[src/common/sd_pkg.sv]
// Shared types and constants for the SD card port
// Bus structs, pin bundles and the host register map

package sd_pkg;

	typedef logic [31:0] sd_word_t;
	typedef logic [1:0]  sd_addr_t;
	typedef logic [3:0]  sd_nibble_t;
	typedef logic [7:0]  sd_count_t;	// Block length in dwords

	// Master to host
	typedef struct packed {
		logic     request;
		logic     rw;		// 1 = write
		sd_addr_t addr;
		sd_word_t wdata;
	} sd_bus_req_t;

	// Host to masters
	typedef struct packed {
		sd_word_t rdata;
		logic     ready;
	} sd_bus_rsp_t;

	typedef struct packed {
		logic       clk;
		logic       cmd_dir;
		logic       cmd_out;
		logic       dat_dir;
		sd_nibble_t dat_out;
	} sd_pins_out_t;

	typedef struct packed {
		logic       cmd_in;
		sd_nibble_t dat_in;
	} sd_pins_in_t;

	// Register map
	localparam sd_addr_t SD_REG_PINS  = 2'd0;
	localparam sd_addr_t SD_REG_CMD   = 2'd1;
	localparam sd_addr_t SD_REG_BYTE  = 2'd2;
	localparam sd_addr_t SD_REG_DWORD = 2'd3;

	localparam logic SD_DIR_IN  = 1'b0;
	localparam logic SD_DIR_OUT = 1'b1;

	// Busy lengths of the shifting operations, in system cycles
	localparam int SD_CMD_CYCLES   = 16;
	localparam int SD_BYTE_CYCLES  = 4;
	localparam int SD_DWORD_CYCLES = 16;

endpackage

[src/sd_host/sd_host.sv]
// SD host port
// Bit-banged CMD and DAT pins behind a four-register bus, with a
// command byte shifter and byte/dword readers on DAT

module sd_host (
	input  logic                 i_clock,
	input  logic                 i_reset,
	input  sd_pkg::sd_bus_req_t  i_req,
	output sd_pkg::sd_bus_rsp_t  o_rsp,
	output sd_pkg::sd_pins_out_t o_pins,
	input  sd_pkg::sd_pins_in_t  i_pins
);
	import sd_pkg::*;

	typedef enum logic [2:0] {
		ST_IDLE,
		ST_CMD,
		ST_BYTE,
		ST_DWORD,
		ST_WAIT_EOT
	} state_t;

	state_t state;

	logic       sd_clk;
	logic       cmd_dir;
	logic       cmd_out;
	logic       dat_dir;
	sd_nibble_t dat_out;

	sd_word_t   rdata;
	logic       ready;

	logic [7:0] cmd_shift;
	logic [3:0] step;	// Half-period counter within a transfer
	logic [3:0] last_step;
	logic [4:0] nib_pos;
	logic [7:0] pin_view;
	logic [7:0] wr_mask;
	logic [7:0] wr_value;

	assign wr_mask  = i_req.wdata[15:8];
	assign wr_value = i_req.wdata[7:0];

	// Pin readback follows the driven value when the line is an output
	assign pin_view = {
		(dat_dir == SD_DIR_IN) ? i_pins.dat_in : dat_out,
		(cmd_dir == SD_DIR_IN) ? i_pins.cmd_in : cmd_out,
		dat_dir,
		cmd_dir,
		sd_clk
	};

	// Nibble k lands high half first, byte k/2 at bits 8*(k/2)
	assign nib_pos = {step[3:2], ~step[1], 2'b00};

	assign last_step = (state == ST_BYTE) ? 4'(SD_BYTE_CYCLES - 1) : 4'(SD_DWORD_CYCLES - 1);

	always_ff @(posedge i_clock) begin
		if (i_reset) begin
			state   <= ST_IDLE;
			sd_clk  <= 1'b0;
			cmd_dir <= SD_DIR_IN;
			cmd_out <= 1'b0;
			dat_dir <= SD_DIR_IN;
			dat_out <= '0;
			rdata   <= '0;
			ready   <= 1'b0;
		end
		else begin
			ready <= 1'b0;

			case (state)
				ST_IDLE: begin
					if (i_req.request) begin
						step <= '0;
						if (!i_req.rw && i_req.addr == SD_REG_BYTE) begin
							rdata   <= '0;
							dat_dir <= SD_DIR_IN;
							sd_clk  <= 1'b0;
							state   <= ST_BYTE;
						end
						else if (!i_req.rw && i_req.addr == SD_REG_DWORD) begin
							rdata   <= '0;
							dat_dir <= SD_DIR_IN;
							sd_clk  <= 1'b0;
							state   <= ST_DWORD;
						end
						else if (i_req.rw && i_req.addr == SD_REG_CMD) begin
							cmd_dir   <= SD_DIR_OUT;
							cmd_shift <= i_req.wdata[7:0];
							state     <= ST_CMD;
						end
						else begin
							// Single-cycle ops; other addresses just complete
							ready <= 1'b1;
							state <= ST_WAIT_EOT;
							if (i_req.addr == SD_REG_PINS) begin
								if (i_req.rw) begin
									sd_clk  <= (sd_clk & ~wr_mask[0]) | (wr_value[0] & wr_mask[0]);
									cmd_dir <= (cmd_dir & ~wr_mask[1]) | (wr_value[1] & wr_mask[1]);
									dat_dir <= (dat_dir & ~wr_mask[2]) | (wr_value[2] & wr_mask[2]);
									cmd_out <= (cmd_out & ~wr_mask[3]) | (wr_value[3] & wr_mask[3]);
									dat_out <= (dat_out & ~wr_mask[7:4]) | (wr_value[7:4] & wr_mask[7:4]);
								end
								else begin
									rdata <= {24'd0, pin_view};
								end
							end
						end
					end
				end

				ST_CMD: begin
					// Data changes on the low half, card samples on the rise
					step <= step + 4'd1;
					if (!step[0]) begin
						sd_clk    <= 1'b0;
						cmd_out   <= cmd_shift[7];
						cmd_shift <= {cmd_shift[6:0], 1'b0};
					end
					else begin
						sd_clk <= 1'b1;
					end
					if (step == 4'(SD_CMD_CYCLES - 1)) begin
						ready <= 1'b1;
						state <= ST_WAIT_EOT;
					end
				end

				ST_BYTE, ST_DWORD: begin
					step <= step + 4'd1;
					if (!step[0]) begin
						sd_clk <= 1'b1;
					end
					else begin
						sd_clk <= 1'b0;
						rdata[nib_pos +: 4] <= i_pins.dat_in;	// Sample before the fall
					end
					if (step == last_step) begin
						ready <= 1'b1;
						state <= ST_WAIT_EOT;
					end
				end

				ST_WAIT_EOT: begin
					ready <= i_req.request;
					if (!i_req.request) begin
						state <= ST_IDLE;
					end
				end

				default: begin
					state <= ST_IDLE;
				end
			endcase
		end
	end

	assign o_rsp = '{rdata: rdata, ready: ready};

	assign o_pins = '{
		clk:     sd_clk,
		cmd_dir: cmd_dir,
		cmd_out: cmd_out,
		dat_dir: dat_dir,
		dat_out: dat_out
	};

	a_state_legal: assert property (
		@(posedge i_clock) disable iff (i_reset)
		state inside {ST_IDLE, ST_CMD, ST_BYTE, ST_DWORD, ST_WAIT_EOT}
	);

	// No spurious response out of idle
	a_no_idle_ready: assert property (
		@(posedge i_clock) disable iff (i_reset)
		(state == ST_IDLE && !i_req.request) |=> !o_rsp.ready
	);

endmodule

[src/source/sd_block_reader.sv]
// SD block reader
// Streams a run of DAT dwords through the host, one strobe per word

module sd_block_reader (
	input  logic                i_clock,
	input  logic                i_reset,
	input  logic                i_start,
	input  sd_pkg::sd_count_t   i_count,
	output sd_pkg::sd_bus_req_t o_req,
	input  sd_pkg::sd_bus_rsp_t i_rsp,
	output sd_pkg::sd_word_t    o_word,
	output logic                o_word_valid,
	output logic                o_done,
	output logic                o_busy
);
	import sd_pkg::*;

	logic      busy;
	logic      request;
	sd_count_t remaining;	// Words still to fetch
	sd_word_t  word;
	logic      word_valid;
	logic      done;

	always_ff @(posedge i_clock) begin
		if (i_reset) begin
			busy       <= 1'b0;
			request    <= 1'b0;
			word_valid <= 1'b0;
			done       <= 1'b0;
		end
		else begin
			word_valid <= 1'b0;
			done       <= 1'b0;

			if (!busy) begin
				if (i_start) begin
					if (i_count == '0) begin
						done <= 1'b1;
					end
					else begin
						busy      <= 1'b1;
						request   <= 1'b1;
						remaining <= i_count;
					end
				end
			end
			else if (request) begin
				if (i_rsp.ready) begin
					word       <= i_rsp.rdata;
					word_valid <= 1'b1;
					request    <= 1'b0;
					remaining  <= remaining - 8'd1;
				end
			end
			else if (remaining == '0) begin
				busy <= 1'b0;
				done <= 1'b1;
			end
			else begin
				request <= 1'b1;	// Next dword after a one-cycle gap
			end
		end
	end

	assign o_req = '{
		request: request,
		rw:      1'b0,
		addr:    SD_REG_DWORD,
		wdata:   '0
	};

	assign o_word       = word;
	assign o_word_valid = word_valid;
	assign o_done       = done;
	assign o_busy       = busy;

endmodule

[src/source/sd_bus_arbiter.sv]
// SD register bus arbiter
// Fixed priority, CPU first; a grant lasts for one whole transaction

module sd_bus_arbiter (
	input  logic                i_clock,
	input  logic                i_reset,
	input  sd_pkg::sd_bus_req_t i_cpu_req,
	input  sd_pkg::sd_bus_req_t i_blk_req,
	output sd_pkg::sd_bus_rsp_t o_cpu_rsp,
	output sd_pkg::sd_bus_rsp_t o_blk_rsp,
	output sd_pkg::sd_bus_req_t o_host_req,
	input  sd_pkg::sd_bus_rsp_t i_host_rsp
);
	import sd_pkg::*;

	typedef enum logic [1:0] {
		OWN_NONE,
		OWN_CPU,
		OWN_BLK
	} owner_t;

	owner_t owner;
	logic   ready_seen;	// Owner has had its response
	logic   owner_request;

	always_comb begin
		case (owner)
			OWN_CPU: begin
				owner_request = i_cpu_req.request;
				o_host_req    = i_cpu_req;
			end
			OWN_BLK: begin
				owner_request = i_blk_req.request;
				o_host_req    = i_blk_req;
			end
			default: begin
				owner_request = 1'b0;
				o_host_req    = '0;	// Idle bus
			end
		endcase
	end

	assign o_cpu_rsp = '{rdata: i_host_rsp.rdata, ready: i_host_rsp.ready && owner == OWN_CPU};
	assign o_blk_rsp = '{rdata: i_host_rsp.rdata, ready: i_host_rsp.ready && owner == OWN_BLK};

	always_ff @(posedge i_clock) begin
		if (i_reset) begin
			owner      <= OWN_NONE;
			ready_seen <= 1'b0;
		end
		else if (owner == OWN_NONE) begin
			ready_seen <= 1'b0;
			if (i_cpu_req.request)
				owner <= OWN_CPU;
			else if (i_blk_req.request)
				owner <= OWN_BLK;
		end
		else begin
			if (i_host_rsp.ready)
				ready_seen <= 1'b1;
			if (ready_seen && !owner_request)
				owner <= OWN_NONE;	// Transaction over
		end
	end

	a_grant_held: assert property (
		@(posedge i_clock) disable iff (i_reset)
		(owner != OWN_NONE && owner_request) |=> $stable(owner)
	);

endmodule

[src/source/sd_subsystem.sv]
// SD card subsystem
// CPU register port and block reader sharing one SD host

module sd_subsystem (
	input  logic               i_clock,
	input  logic               i_reset,
	input  logic               i_cpu_request,
	input  logic               i_cpu_rw,
	input  sd_pkg::sd_addr_t   i_cpu_address,
	input  sd_pkg::sd_word_t   i_cpu_wdata,
	output sd_pkg::sd_word_t   o_cpu_rdata,
	output logic               o_cpu_ready,
	input  logic               i_block_start,
	input  sd_pkg::sd_count_t  i_block_count,
	output sd_pkg::sd_word_t   o_block_word,
	output logic               o_block_word_valid,
	output logic               o_block_done,
	output logic               o_block_busy,
	output logic               o_sd_clk,
	output logic               o_sd_cmd_dir,
	output logic               o_sd_cmd_out,
	input  logic               i_sd_cmd_in,
	output logic               o_sd_dat_dir,
	output sd_pkg::sd_nibble_t o_sd_dat_out,
	input  sd_pkg::sd_nibble_t i_sd_dat_in
);
	import sd_pkg::*;

	sd_bus_req_t  cpu_req;
	sd_bus_rsp_t  cpu_rsp;
	sd_bus_req_t  blk_req;
	sd_bus_rsp_t  blk_rsp;
	sd_bus_req_t  host_req;
	sd_bus_rsp_t  host_rsp;
	sd_pins_out_t pins_out;
	sd_pins_in_t  pins_in;

	assign cpu_req = '{
		request: i_cpu_request,
		rw:      i_cpu_rw,
		addr:    i_cpu_address,
		wdata:   i_cpu_wdata
	};
	assign o_cpu_rdata = cpu_rsp.rdata;
	assign o_cpu_ready = cpu_rsp.ready;

	assign pins_in      = '{cmd_in: i_sd_cmd_in, dat_in: i_sd_dat_in};
	assign o_sd_clk     = pins_out.clk;
	assign o_sd_cmd_dir = pins_out.cmd_dir;
	assign o_sd_cmd_out = pins_out.cmd_out;
	assign o_sd_dat_dir = pins_out.dat_dir;
	assign o_sd_dat_out = pins_out.dat_out;

	sd_bus_arbiter u_arbiter (
		.i_clock    (i_clock),
		.i_reset    (i_reset),
		.i_cpu_req  (cpu_req),
		.i_blk_req  (blk_req),
		.o_cpu_rsp  (cpu_rsp),
		.o_blk_rsp  (blk_rsp),
		.o_host_req (host_req),
		.i_host_rsp (host_rsp)
	);

	sd_block_reader u_block_reader (
		.i_clock      (i_clock),
		.i_reset      (i_reset),
		.i_start      (i_block_start),
		.i_count      (i_block_count),
		.o_req        (blk_req),
		.i_rsp        (blk_rsp),
		.o_word       (o_block_word),
		.o_word_valid (o_block_word_valid),
		.o_done       (o_block_done),
		.o_busy       (o_block_busy)
	);

	sd_host u_host (
		.i_clock (i_clock),
		.i_reset (i_reset),
		.i_req   (host_req),
		.o_rsp   (host_rsp),
		.o_pins  (pins_out),
		.i_pins  (pins_in)
	);

endmodule
[config.mk]
export PLATFORM = sky130hd
export DESIGN_NAME = sd_subsystem
export DESIGN_NICKNAME = d
export VERILOG_FILES = /design/src/common/sd_pkg.sv /design/src/sd_host/sd_host.sv /design/src/source/sd_block_reader.sv /design/src/source/sd_bus_arbiter.sv /design/src/source/sd_subsystem.sv
export SDC_FILE = /design/constraint.sdc
export NUM_CORES = 1
export LEC_CHECK = 0
export ABC_CLOCK_PERIOD_IN_PS = 3600
export BUFFER_PORTS_ARGS = -buffer_cell sky130_fd_sc_hd__buf_2
export CORE_UTILIZATION = 55
export CTS_BUF_LIST = sky130_fd_sc_hd__clkbuf_4
export DETAILED_ROUTE_END_ITERATION = 16
export GPL_TIMING_DRIVEN = 0
export PLACE_DENSITY = 0.85
export SYNTH_ARGS = -nofsm -noshare
export SYNTH_HDL_FRONTEND = slang
export SYNTH_SLANG_ARGS = --single-unit
[constraint.sdc]
create_clock -name i_clock -period 3.6 [get_ports i_clock]
set_clock_uncertainty 0.2 [all_clocks]
set_input_delay 0.72 -clock i_clock [delete_from_list [all_inputs] [get_ports i_clock]]
set_output_delay 0.72 -clock i_clock [all_outputs]
set_load 0.01 [all_outputs]
==> results of run 1 <==
==> state kept, by name (all words and copies together), names as in the netlist, 2 cells and up, named ones only <==
name                      count
u_host.step                   4
u_block_reader.o_word        32
u_arbiter.owner               2
u_host.rdata                 32
u_block_reader.remaining      8
u_host.state                  3
u_host.cmd_shift              8
==> cells in the mapped netlist (all sizes together) (6+ instances only) <==
| cell | instances | share of area |
|---|---|---|
| a211oi | 7 | 0.015 |
| a21oi | 36 | 0.037 |
| a22oi | 6 | 0.0091 |
| buf | 41 | 0.060 |
| clkbuf | 9 | 0.0069 |
| dfxtp | 51 | 0.21 |
| edfxtp | 52 | 0.32 |
| ha | 10 | 0.025 |
| inv | 35 | 0.027 |
| mux2 | 6 | 0.014 |
| nand2 | 42 | 0.032 |
| nand2b | 6 | 0.0076 |
| nand3 | 11 | 0.012 |
| nor2 | 38 | 0.029 |
| nor3 | 12 | 0.012 |
| o21ai | 22 | 0.022 |
| o32ai | 18 | 0.032 |
| xnor2 | 7 | 0.012 |
==> path summary, 6_finish.rpt <==
path / start / to / cells past startpoint
max: u_arbiter.owner[1] / o_cpu_ready / 6
min: u_host.rdata[18] / u_block_reader.o_word[18] / 0
max reg2reg: u_arbiter.owner[0] / u_host.cmd_shift[5] / 7
min reg2reg: u_host.rdata[18] / u_block_reader.o_word[18] / 0
==> layout make-up <==
| type | instances | share of cell area |
|---|---|---|
| clock inverters | 6 | 0.0117 |
| multi-input cells | 295 | 0.326 |
| well taps | 108 | 0.0234 |
| plain buffers | 50 | 0.0567 |
| repair buffers | 112 | 0.0988 |
| clock buffers | 10 | 0.0130 |
| flip-flops and latches | 103 | 0.447 |
| inverters | 36 | 0.0234 |
==> cells by family after synthesis <==
family                     after synthesis
adders and majority gates               10
xor gates and xnor gates                 8
DFF                                    103
AOI/OAI and AO/OA                      124
muxes                                    8
and+or+nand+nor                        145
buffers and inverters                   86
==> worst max-delay path, stage by stage (launching register included) <==
cell and delay [ns]:
dfxtp_1 0.36, inv_1 0.08, ha_1 0.28, buf_2 0.26, buf_1 0.35, and2_1 0.18
buf_2 0.12
==> routing by layer <==
layer,up-vias,routed length [um],global-route usage
li1,1985,-,-
met1,1921,4640,0.316
met2,188,5780,0.441
met3,18,840,0.0542
met4,0,229,0.0987
met5,-,0,0
==> through the flow <==
stage / cells / hold slack, ns
finish: 720 / 0.261
floorplan: 484 / 0.225
global placement: 703 / 0.243
CTS: 720 / 0.260
global route: 720 / 0.278
detailed placement: 704 / 0.239
==> where the power goes <==
part           leakage [nW]  internal [mW]  switching (mW)  total [mW]
registers             0.896           1.24          0.0144        1.26
clock network        0.0750          0.224           0.385       0.609
logic                  1.42         0.0828           0.124       0.206
==> out/summary.txt, run 1 <==
Unique cell type count in the Yosys netlist = 67
Mapped Cells = 484
Crit Path Class = reg2out
Wire length of the first global-routing pass = 19600 um
Pre-CTS setup slack = 0.535 ns
Worst hold path type = reg2reg
Vias = 4112
Antenna violations before repair = 0
Die Wd = 96.6 um
RePlAce Congestion = 0.899
Drt wl/cell = 16.0 um
Seq/Total Area, Yosys = 0.524
Setup ws final = 0.596 ns
Pwr dens = 359 nW/um^2
VDD IR max = 0.261 mV
Most common cell after layout, fill and taps aside = buf_2
Design Area, Final = 5780 sq um
Mean Syn Cell Area = 10.2 sq um
Final hold violations = 0
Largest family of logic cells by synthesized area = compound AO/OA/AOI/OAI gates
CTS sink cnt = 103
Total core area = 8680 sq um
Simple-gate share of the synthesized area = 0.149
ANT nets after route = 0
RSZ-0062 raised after global routing = no
HPWL after DPL = 8620 um
Area of the multi-input gates = 1880 sq um
Area after DPL = 5630 sq um
Reg2reg setup slack = 0.64 ns
Via density per instance = 5.71
DRT Pass-1 Iters = 8
Final #Nets = 669
Gr ovfl total = 0
Total Routing Usage GR = 0.257
Max cap viols = 0
Die Ht = 96.6 um
Post-CTS Setup Inserts = 0
Commonest non-fill, non-tap cells in the layout = buf_2 (115), edfxtp_1 (52), dfxtp_1 (51)
Post-synthesis adder-cell area fraction = 0.0254
Crit end category = output port
CTS Buffer Depth = 2
Post-layout util = 0.666
Final TNS setup = 0 ns
Slew HR = 0.156
Hold-fix buffers, CTS = 0
Die ar. = 9340 sq um
Area growth syn-to-layout = 17.3%
Power consumption = 2.07 mW
PortBufs = 111
Fraction of registers with async set/reset = 0
Worst Path Max Fanout = 10
Period utilization = 0.835
Leakage = 2.39 nW
Final wirelength = 11500 um
Pin count of the biggest net entering global routing = 23
CP Launch Type = register
Status = finished, final reports clean
Synth Area in Compound Gates = 0.176
Io pins = 128
Synth Area in XOR/XNOR = 0.0142
Root buffer cell = clkbuf_4
Clock latency on the worst-skew pair = 0.46 ns
Fmax = 0.333 GHz
Prevailing post-synth register cell = edfxtp_1
Vias in the first global route = 4078
Post_cts resized = 0
Detailed Route Iter0 Violations = 236
Worst-path clk slew = 0.16 ns
CTS tree = built
H-tree levels = 3
WP data arrival = 2.08 ns
Post-synthesis mux area share = 0.0178
EDFF count, synth = 52
# DRC = 0
Register bit total from synthesis = 103
Ant. Diodes = 0
Clock buffer count from CTS = 9
Row count = 34
Fill count = 703
Ys Warns = 0
Worst slew pin tran = 1.26 ns
Final setup fails = 0
Layout cells sized above 1 = 0.301
Mapped Area = 4930 sq um
Max Slew Vio Count = 0
Starting Density = 0.568
Syn nets = 546
Final worst path period need = 3.00 ns
Worst EP required = 2.68 ns
FF/Latch Area = 2580 sq um
No activity file was read; power rests on OpenSTA's default activity.
==> run 2, diff against run 1 <==
ABC_CLOCK_PERIOD_IN_PS = 2400   (was 3600)
CORE_UTILIZATION = 50   (was 55)
PLACE_DENSITY = 0.81   (was 0.85)
clock period = 2.4 ns   (was 3.6 ns; I/O delays follow)
==> run 2 against run 1 <==
Power grew 50%. Combinational power grew 73%. Final area grew 3.7%.
==> out/summary.txt, run 2 (synthesis results as in run 1) <==
Fmax = 0.419 GHz
Row count = 35
Layout cells sized above 1 = 0.339
Vias in the first global route = 3901
VDD IR max = 0.333 mV
Ant. Diodes = 0
Worst EP required = 2.29 ns
Worst slew pin tran = 0.879 ns
Drt wl/cell = 15.8 um
Die Wd = 101 um
Die Ht = 101 um
Final worst path period need = 2.39 ns
Leakage = 2.43 nW
DRT Pass-1 Iters = 5
Period utilization = 0.995
Final #Nets = 674
Crit-path cells = clkbuf_1, nand4_1, nor2_4
Io pins = 128
Slew HR = 0.413
Worst-case hold path end point = u_host.rdata[16]
Max stage delay on crit path = 0.75 ns
Via density per instance = 5.61
Total Routing Usage GR = 0.228
Pwr dens = 519 nW/um^2
Max Slew Vio Count = 0
CTS Buffer Depth = 2
Starting Density = 0.526
Final TNS setup = 0 ns
Final setup fails = 0
Worst reg-to-reg path cell count = 3
Fill count = 812
ANT nets after route = 0
Finished Layout Cells = 746
Wire length of the first global-routing pass = 18100 um
Commonest non-fill, non-tap cells in the layout = buf_2 (113), edfxtp_1 (52), dfxtp_1 (49)
Total core area = 9370 sq um
Die ar. = 10300 sq um
# DRC = 0
Clock buffer count from CTS = 9
RSZ-0062 raised after global routing = yes
HPWL after DPL = 8570 um
Crit Path Class = reg2reg
Root buffer cell = clkbuf_4
Crit end category = register
Worst Path Max Fanout = 32
Area growth syn-to-layout = 21.7%
Slowest cell on the critical path = nor2_4
WP data arrival = 2.28 ns
CTS sink cnt = 103
Hold Crit Start = i_sd_dat_in[0]
Final hold violations = 0
Hold path depth = 3
Detailed Route Iter0 Violations = 186
Most common cell after layout, fill and taps aside = buf_2
Gr ovfl total = 0
Max cap viols = 0
Vias = 4184
Worst-path clk slew = 0.18 ns
CTS tree = built
FF-to-FF Start = u_block_reader.o_busy
RePlAce Congestion = 0.864
Worst R2R End = u_block_reader.o_word[25]
PortBufs = 111
Pin count of the biggest net entering global routing = 33
H-tree levels = 3
CP Launch Type = register
Antenna violations before repair = 0
Final wirelength = 11800 um
Inst Count DP = 724
Worst hold path type = in2reg
Clock latency on the worst-skew pair = 0.47 ns
Status = finished, final reports clean
Reg2reg setup slack = 0.01 ns
-- run 2: changes by cell type in the layout (fill, tap and decap cells not counted), moves of 2 or more --
cell / change
buf_4: +6
a21oi_1: -3
a21boi_4: +2
a21oi_2: +2
buf_2: -2
dfxtp_1: -2
ha_1: -2
ha_4: +2
nand2_1: -2
nand2_2: +2
-- run 2: routing by layer --
metal / GRT usage / wire length [um] / vias up
li1: - / - / 1994
met1: 0.282 / 4920 / 1960
met2: 0.391 / 5690 / 199
met4: 0.0925 / 290 / 0
met5: 0 / 0 / -
met3: 0.0476 / 851 / 31
-- run 2: power breakdown --
| group | switching, mW | internal [mW] | leakage [nW] |
|---|---|---|---|
| registers | 0.0218 | 1.86 | 0.897 |
| logic | 0.204 | 0.153 | 1.46 |
| clock network | 0.625 | 0.243 | 0.0733 |
-- run 2: how the worst max path moves through the flow --
stage                     cells after the start             startpoint                        end  slack [ns]
after floorplan                               7     u_arbiter.owner[0]        u_host.cmd_shift[0]        0.03
after global placement                        4                i_reset  u_block_reader.o_word[28]       -0.59
after detailed placement                      7     u_arbiter.owner[0]        u_host.cmd_shift[6]       -0.50
after CTS                                     6     u_arbiter.owner[1]                o_cpu_ready       0.007
after global routing                          3  u_block_reader.o_busy  u_block_reader.o_word[10]       -0.14
final                                         3  u_block_reader.o_busy  u_block_reader.o_word[25]        0.01
-- run 2: layout make-up --
cell class / count / area [sq um] / share of cell area
Timing Repair Buffer: 118 / 626 / 0.104
Sequential cell: 103 / 2590 / 0.432
Clock buffer: 10 / 75.1 / 0.0125
Multi-Input combinational cell: 295 / 2020 / 0.337
Clock inverter: 6 / 51.3 / 0.00856
Tap cell: 129 / 161 / 0.0269
Inverter: 36 / 135 / 0.0225
Buffer: 49 / 337 / 0.0562
-- run 2: worst max-delay path, delay by kind of cell (launching register included) --
| kind | cells | cell delay (ns) |
|---|---|---|
| DFF | 1 | 0.38 |
| and+or+nand+nor | 2 | 1.05 |
| buffers and inverters | 1 | 0.37 |
-- run 2: stage by stage --
step | hold slack (ns) | util | total power [mW] | setup WS, ns | cell area [sq um]
4_1_cts | 0.0790 | 0.625 | 3.08 | 0.00715 | 5850
6_report | 0.0825 | 0.640 | 3.11 | 0.0113 | 5990
2_1_floorplan | 0.225 | - | 2.12 | 0.0343 | 4930
3_5_place_dp | 0.241 | 0.603 | 2.23 | -0.501 | 5650
5_1_grt | 0.0683 | 0.640 | 3.23 | -0.137 | 5990
3_3_place_gp | 0.247 | 0.602 | 2.22 | -0.595 | 5650
-- run 2: repair_timing --
action                     4_1_cts  5_1_grt
cloned                           0        1
setup endpoints to repair       41       79
pin swaps                        0        3
resized for setup               20       18
hold buffers                     0        0
setup buffers                    2        4
